File: src/game_cfg.svh
`ifndef GAME_CFG_SVH
`define GAME_CFG_SVH

// Points that end a match, must fit the three-bit score counters
`define WIN_SCORE 5

// Cycles between shots, also the delay to the first shot of a match
`define ROUND_LEN 32

// Nonzero start value of the striker's shift register
`define SHOT_SEED 8'h5a

`endif

File: src/game_pkg.sv
`default_nettype none

package game_pkg;

// Phase of the match as seen by every block
typedef enum logic [1:0] {
    IDLE   = 2'b00,  // Waiting for a start strobe
    KEEPER = 2'b01,  // Rounds are being played
    OVER   = 2'b10   // Result shown until the next start
} g_state;

// Goal zone of a shot or a dive
typedef enum logic [1:0] {
    LEFT   = 2'b00,
    CENTER = 2'b01,
    RIGHT  = 2'b10
} zone_t;

endpackage

`default_nettype wire

File: src/game_fsm.sv
`timescale 1ns/1ps
`default_nettype none

module game_fsm import game_pkg::*; (
    input  logic   clk,
    input  logic   rst,
    input  logic   start,
    input  logic   match_end,
    output g_state game_state
);

g_state state_nxt;

always_ff @(posedge clk) begin
    if (rst) begin
        game_state <= IDLE;
    end else begin
        game_state <= state_nxt;
    end
end

always_comb begin
    state_nxt = game_state;  // Stay put unless an event arrives
    case (game_state)
        IDLE: begin
            if (start) begin
                state_nxt = KEEPER;
            end
        end
        KEEPER: begin
            // The score block ends the match, start has no effect here
            if (match_end) begin
                state_nxt = OVER;
            end
        end
        OVER: begin
            if (start) begin
                state_nxt = IDLE;  // A second start is needed to play again
            end
        end
        default: begin
            state_nxt = IDLE;
        end
    endcase
end

// The encoding has a fourth code that must never be reached
assert property (@(posedge clk) disable iff (rst)
    game_state inside {IDLE, KEEPER, OVER})
else $error("game_fsm: illegal state %b", game_state);

endmodule

`default_nettype wire

File: src/shot_generator.sv
`timescale 1ns/1ps
`default_nettype none
`include "game_cfg.svh"

module shot_generator import game_pkg::*; (
    input  logic   clk,
    input  logic   rst,
    input  g_state game_state,
    output logic   shot_valid,
    output zone_t  shot_zone
);

logic [7:0] lfsr;
logic [7:0] lfsr_nxt;
logic [$clog2(`ROUND_LEN)-1:0] round_cnt;
logic round_end;

// Galois form of x^8+x^6+x^5+x^4+1, shifting towards bit 0
assign lfsr_nxt = {1'b0, lfsr[7:1]} ^ (lfsr[0] ? 8'hb8 : 8'h00);

// Last cycle of a round, the shot is registered on the following edge
assign round_end = (game_state == KEEPER) && (32'(round_cnt) == `ROUND_LEN - 1);

always_ff @(posedge clk) begin
    if (rst) begin
        lfsr       <= `SHOT_SEED;
        round_cnt  <= '0;
        shot_valid <= 1'b0;
    end else begin
        lfsr       <= lfsr_nxt;  // Free running so the zone depends on timing too
        shot_valid <= round_end;
        if (game_state != KEEPER || round_end) begin
            round_cnt <= '0;
        end else begin
            round_cnt <= round_cnt + 1'b1;
        end
    end
end

// Zone is held from one shot to the next
always_ff @(posedge clk) begin
    if (round_end) begin
        case (lfsr[1:0])
            2'd0:    shot_zone <= LEFT;
            2'd2:    shot_zone <= RIGHT;
            default: shot_zone <= CENTER;  // Codes 1 and 3 both aim at the middle
        endcase
    end
end

// The striker only plays while the match is running
assert property (@(posedge clk) disable iff (rst)
    $rose(shot_valid) |-> game_state == KEEPER)
else $error("shot_generator: shot outside the keeper phase");

endmodule

`default_nettype wire

File: src/keeper_control.sv
`timescale 1ns/1ps
`default_nettype none

module keeper_control import game_pkg::*; (
    input  logic   clk,
    input  logic   rst,
    input  g_state game_state,
    input  logic   dive_valid,
    input  zone_t  dive_zone,
    input  logic   shot_valid,
    output logic   dive_held,
    output zone_t  held_zone
);

logic take_dive;

// A dive counts when nothing is held yet, or when the shot closes the old round
assign take_dive = (game_state == KEEPER) && dive_valid && (!dive_held || shot_valid);

always_ff @(posedge clk) begin
    if (rst) begin
        dive_held <= 1'b0;
    end else if (game_state != KEEPER) begin
        dive_held <= 1'b0;
    end else if (shot_valid) begin
        dive_held <= dive_valid;  // A dive with the shot opens the next round
    end else if (dive_valid) begin
        dive_held <= 1'b1;
    end
end

always_ff @(posedge clk) begin
    if (take_dive) begin
        held_zone <= dive_zone;  // Later dives in the round leave this alone
    end
end

endmodule

`default_nettype wire

File: src/round_judge.sv
`timescale 1ns/1ps
`default_nettype none

module round_judge import game_pkg::*; (
    input  logic  clk,
    input  logic  rst,
    input  logic  shot_valid,
    input  zone_t shot_zone,
    input  logic  dive_held,
    input  zone_t held_zone,
    output logic  round_done,
    output logic  is_scored
);

logic saved;

// Only a held dive into the shot's zone stops the ball
assign saved = dive_held && (held_zone == shot_zone);

always_ff @(posedge clk) begin
    if (rst) begin
        round_done <= 1'b0;
        is_scored  <= 1'b0;
    end else begin
        round_done <= shot_valid;
        if (shot_valid) begin
            is_scored <= !saved;
        end else begin
            is_scored <= 1'b0;  // Low between results
        end
    end
end

// Each result follows its shot by exactly one cycle
assert property (@(posedge clk) disable iff (rst)
    round_done |-> $past(shot_valid))
else $error("round_judge: result without a shot in the previous cycle");

endmodule

`default_nettype wire

File: src/score_control.sv
`timescale 1ns/1ps
`default_nettype none
`include "game_cfg.svh"

module score_control import game_pkg::*; (
    input  logic       clk,
    input  logic       rst,
    input  g_state     game_state,
    input  logic       is_scored,
    input  logic       round_done,
    output logic       match_end,     // One-cycle pulse when a side has won
    output logic       match_result,  // Set for a player win and valid with match_end
    output logic [2:0] score_player,
    output logic [2:0] score_enemy
);

logic       match_end_nxt;
logic       match_result_nxt;
logic [2:0] score_player_nxt;
logic [2:0] score_enemy_nxt;
logic       player_won;
logic       enemy_won;

assign player_won = (score_player == 3'(`WIN_SCORE));
assign enemy_won  = (score_enemy == 3'(`WIN_SCORE));

always_ff @(posedge clk) begin
    if (rst) begin
        match_end    <= 1'b0;
        match_result <= 1'b0;
        score_player <= 3'd0;
        score_enemy  <= 3'd0;
    end else begin
        match_end    <= match_end_nxt;
        match_result <= match_result_nxt;
        score_player <= score_player_nxt;
        score_enemy  <= score_enemy_nxt;
    end
end

always_comb begin
    score_player_nxt = 3'd0;  // Everything clears outside the keeper phase
    score_enemy_nxt  = 3'd0;
    match_end_nxt    = 1'b0;
    match_result_nxt = 1'b0;
    if (game_state == KEEPER) begin
        score_player_nxt = score_player;
        score_enemy_nxt  = score_enemy;
        if (round_done && is_scored) begin
            score_enemy_nxt = score_enemy + 3'd1;
        end else if (round_done) begin
            score_player_nxt = score_player + 3'd1;  // A save is the player's point
        end
        // Scores stay at the final value until the FSM leaves KEEPER,
        // so the pulse is cut after its first cycle
        if (!match_end && (player_won || enemy_won)) begin
            match_end_nxt    = 1'b1;
            match_result_nxt = player_won;
        end
    end
end

// The FSM has left KEEPER long before another round can finish
assert property (@(posedge clk) disable iff (rst)
    score_player <= 3'(`WIN_SCORE) && score_enemy <= 3'(`WIN_SCORE))
else $error("score_control: score above the winning value");

endmodule

`default_nettype wire

File: src/penalty_core.sv
`timescale 1ns/1ps
`default_nettype none

module penalty_core import game_pkg::*; (
    input  logic       clk,
    input  logic       rst,
    input  logic       start,
    input  logic       dive_valid,
    input  zone_t      dive_zone,
    output g_state     game_state,
    output logic       shot_valid,
    output zone_t      shot_zone,
    output logic       round_done,
    output logic       is_scored,
    output logic [2:0] score_player,
    output logic [2:0] score_enemy,
    output logic       match_end,
    output logic       match_result
);

logic  dive_held;
zone_t held_zone;

game_fsm game_fsm_inst (
    .clk        (clk),
    .rst        (rst),
    .start      (start),
    .match_end  (match_end),
    .game_state (game_state)
);

shot_generator shot_generator_inst (
    .clk        (clk),
    .rst        (rst),
    .game_state (game_state),
    .shot_valid (shot_valid),
    .shot_zone  (shot_zone)
);

// The keeper and the striker run side by side during each round
keeper_control keeper_control_inst (
    .clk        (clk),
    .rst        (rst),
    .game_state (game_state),
    .dive_valid (dive_valid),
    .dive_zone  (dive_zone),
    .shot_valid (shot_valid),
    .dive_held  (dive_held),
    .held_zone  (held_zone)
);

round_judge round_judge_inst (
    .clk        (clk),
    .rst        (rst),
    .shot_valid (shot_valid),
    .shot_zone  (shot_zone),
    .dive_held  (dive_held),
    .held_zone  (held_zone),
    .round_done (round_done),
    .is_scored  (is_scored)
);

score_control score_control_inst (
    .clk          (clk),
    .rst          (rst),
    .game_state   (game_state),
    .is_scored    (is_scored),
    .round_done   (round_done),
    .match_end    (match_end),
    .match_result (match_result),
    .score_player (score_player),
    .score_enemy  (score_enemy)
);

endmodule

`default_nettype wire

File: config.mk
export PLATFORM = sky130hd
export DESIGN_NAME = penalty_core
export DESIGN_NICKNAME = d
export VERILOG_FILES = /design/src/game_pkg.sv /design/src/game_fsm.sv /design/src/shot_generator.sv /design/src/keeper_control.sv /design/src/round_judge.sv /design/src/score_control.sv /design/src/penalty_core.sv
export VERILOG_INCLUDE_DIRS = /design/src
export SDC_FILE = /design/constraint.sdc
export NUM_CORES = 1
export LEC_CHECK = 0
export ABC_AREA = 0
export BUFFER_PORTS_ARGS = -buffer_cell sky130_fd_sc_hd__buf_4
export CAP_MARGIN = 20
export CORE_UTILIZATION = 45
export CTS_BUF_LIST = sky130_fd_sc_hd__clkbuf_8
export CTS_CLUSTER_DIAMETER = 200
export DETAILED_ROUTE_END_ITERATION = 8
export MAX_ROUTING_LAYER = met4
export PLACE_DENSITY = 0.76
export SYNTH_ARGS = -nofsm -noshare
export SYNTH_HDL_FRONTEND = slang
export SYNTH_SLANG_ARGS = --single-unit
File: constraint.sdc
create_clock -name clk -period 2.7 [get_ports clk]
set_input_delay 0.54 -clock clk [delete_from_list [all_inputs] [get_ports clk]]
set_output_delay 0.54 -clock clk [all_outputs]
set_load 0.1 [all_outputs]
==> impl_metrics.py <==
metrics = {
    "yosys": {
        "synth_edf_count": 4,
        "yosys_warnings": 0,
        "yosys_most_used_dff": "dfxtp_1",
        "synth_nets": 116,
        "avgSynthCellArea_um2": 11.2,
        "async_flop_share": 0,
        "synth.cell_area_um2": 1170,
        "ys_seq_area_frac": 0.565,
        "synthCells": 104,
        "ys_ff_latch": 31,
        "synth.top_cell.area_share": 0.463,
        "yosys.cell_count.top_type": "dfxtp_1",
        "synth_top_area_cell": "dfxtp_1",
        "synthTopCellsByCount": "dfxtp_1 (27), nor2_1 (9), xnor2_1 (7)",
        "post_synth_num_cell_types": 28,
        "yosys-top-cells-area": "dfxtp_1 (46%), edfxtp_1 (10%), ha_1 (6.4%)",
    },
    "routing": {
        "drc": 0,
        "wl_per_cell_um": 11.8,
        "dr_total_vias": 775,
        "routed_wl_um": 1870,
        "drt_iter0_markers": 4,
        "firstDrtPassIters": 4,
        "antenna_left": 0,
        "vias_per_cell": 4.91,
    },
    "place": {
        "placed_cell_area_um2": 1330,
        "globalplace.congestion": 0.652,
        "portBuffers": 20,
        "dp_hpwl_um": 1300,
    },
    "finish": {
        "fin_nets": 139,
        "area_delta_synth_final_pct": 24.1,
        "diodes": 0,
        "design_area_um2": 1450,
        "drive_gt1_frac": 0.281,
    },
    "timing": {
        "setup_viol_count_final": 0,
        "timing.fmax_ghz": 0.625,
        "slew_viol_final": 0,
        "tightest_slew_ns": 0.291,
        "setup-tns-final_ns": 0,
        "period_needed_ns": 1.60,
        "finalCritPeriodShare": 0.593,
        "hold_viol_final": 0,
        "max_slew_margin": 0.806,
        "skew_ns": 0.00260,
        "grt_setup_unrepaired": "no",
    },
    "setup_path": {
        "rr_worst_depth": 4,
        "crit_buf_inv": 1,
        "cpPeakStageDelay_ns": 0.44,
        "setup.worst_path.end_class": "output pin",
        "path_max_fanout": 7,
        "start_kind": "flop",
        "regToRegEndpoint": "shot_generator_inst.shot_zone[0]$_DFFE_PP_",
        "crit_type": "flop to output pin",
        "worstPathRequired_ns": 2.16,
        "timing.critical_path.arrival_ns": 1.06,
        "reg2reg_from": "shot_generator_inst.round_cnt[0]$_SDFF_PP0_",
        "worstPathCellList": "buf_4",
        "cpMaxStageDelayCell": "dfxtp_1",
        "crit_family": "flip-flops",
        "rrSetupSlack_ns": 1.15,
    },
    "clock_network": {
        "cts_buffer_depth": 2,
        "postCtsSetupRepairBufs": 0,
        "path_clk_slew_ns": 0.06,
        "numClockSinks": 31,
        "htreeDepth": 2,
        "ctsResizeCount": 0,
        "clock_latency_ns": 0.28,
        "cts_root_buf": "clkbuf_8",
        "cts_buffers": 5,
        "hold_buffers": 0,
        "cts_tree": "built",
    },
    "hold_path": {
        "worstHoldStart": "shot_generator_inst.lfsr[2]$_SDFF_PP0_",
        "hold_path_class": "flop to flop",
        "worstHoldPathCells": 1,
        "holdPathEnd": "shot_generator_inst.lfsr[1]$_SDFF_PP1_",
    },
    "grt": {
        "grt_pass1_vias": 764,
        "grt_start_max_net_pins": 16,
        "grt_first_pass_wirelength_um": 3190,
        "grt_overflow_total": 0,
        "grt_usage": 0.176,
        "antenna_found_initial": 0,
    },
    "floorplan": {
        "core_um2": 2450,
        "chipWidth_um": 53.0,
        "io_pins": 21,
        "die_area_um2": 2800,
        "start_util": 0.476,
        "num_rows": 18,
        "die_h_um": 53.0,
    },
    "power": {
        "peakVddDrop_mv": 0.516,
        "leakage_nw": 0.600,
        "powerDensity_nw_per_um2": 689,
    },
    "run": {
        "max_cap_violations": 0,
    },
    "outcome": {
        "status": "finished, final reports clean",
    },
}
## worst max path at each step
stage | from | endpoint | slack [ns] | cells past startpoint
floorplan | game_fsm_inst.game_state[0]$_SDFFE_PP0P_ | keeper_control_inst.held_zone[0]$_DFFE_PP_ | 0.92 | 2
global placement | shot_generator_inst.round_cnt[0]$_SDFF_PP0_ | shot_generator_inst.shot_zone[0]$_DFFE_PP_ | 1.23 | 4
detailed placement | shot_generator_inst.round_cnt[0]$_SDFF_PP0_ | shot_generator_inst.shot_zone[0]$_DFFE_PP_ | 1.18 | 4
CTS | round_judge_inst.is_scored$_SDFF_PP0_ | is_scored | 1.09 | 1
global route | round_judge_inst.is_scored$_SDFF_PP0_ | is_scored | 1.04 | 1
finish | round_judge_inst.is_scored$_SDFF_PP0_ | is_scored | 1.10 | 1
## layout make-up
type	instances	area, µm²
fill	211	1000
sequential	31	661
multi-input combinational	63	462
timing repair buffer	20	150
clock buffer	6	82.6
tap	30	37.5
clock inverter	2	35.0
inverter	6	22.5
## report_power, final
part / switching [mW] / internal [mW]
clock network: 0.165 / 0.298
logic: 0.0242 / 0.0215
registers: 0.00818 / 0.482
total: 0.197 / 0.802
## metrics by stage
step	setup WS, ns	hold WS, ns	cells	power (mW)	util
floorplan	0.918	0.389	104	0.536	-
global placement	1.23	0.398	150	0.545	0.543
detailed placement	1.18	0.396	150	0.547	0.543
CTS	1.09	0.421	158	1.02	0.591
global route	1.04	0.421	158	1.04	0.591
finish	1.10	0.420	158	0.999	0.591
## cell families (layout without fill, tap and decap cells)
group | count (synthesis) | in the layout | synth area share
compound gates | 7 | 7 | 0.0407
flops | 31 | 31 | 0.565
xor+xnor | 11 | 11 | 0.0824
simple gates | 38 | 38 | 0.199
mux | 1 | 1 | 0.00857
buf+inv | 10 | 34 | 0.0396
fa+ha+maj | 6 | 6 | 0.0642
## metal layers
| metal | track usage | up-vias | share of wire |
|---|---|---|---|
| met5 | - | - | 0 |
| met4 | 0.118 | 0 | 0.028 |
| met3 | 0.0776 | 4 | 0.051 |
| met2 | 0.278 | 17 | 0.50 |
| met1 | 0.174 | 366 | 0.42 |
| li1 | - | 388 | - |
## cell usage in the layout (no fill, tap or decap), drive strengths merged, types with 3 or more instances in the layout
| cell type | netlist | routed |
|---|---|---|
| clkbuf | 3 | 6 |
| xnor2 | 7 | 7 |
| nor3b | 3 | 3 |
| nor2b | 4 | 4 |
| ha | 6 | 6 |
| inv | 6 | 6 |
| nor3 | 5 | 5 |
| nor2 | 9 | 9 |
| dfxtp | 27 | 27 |
| nand2 | 4 | 4 |
| a21oi | 3 | 3 |
| xor2 | 4 | 4 |
| nand2b | 3 | 3 |
| edfxtp | 4 | 4 |
| buf | 1 | 20 |
## sequential cells by signal (all words and copies together), names as in the netlist, 2 cells and up
register	count
shot_generator_inst.shot_zone	2
shot_generator_inst.lfsr	8
score_control_inst.score_enemy	3
keeper_control_inst.held_zone	2
shot_generator_inst.round_cnt	5
game_fsm_inst.game_state	2
score_control_inst.score_player	3
No activity file was read; power rests on OpenSTA's default activity.
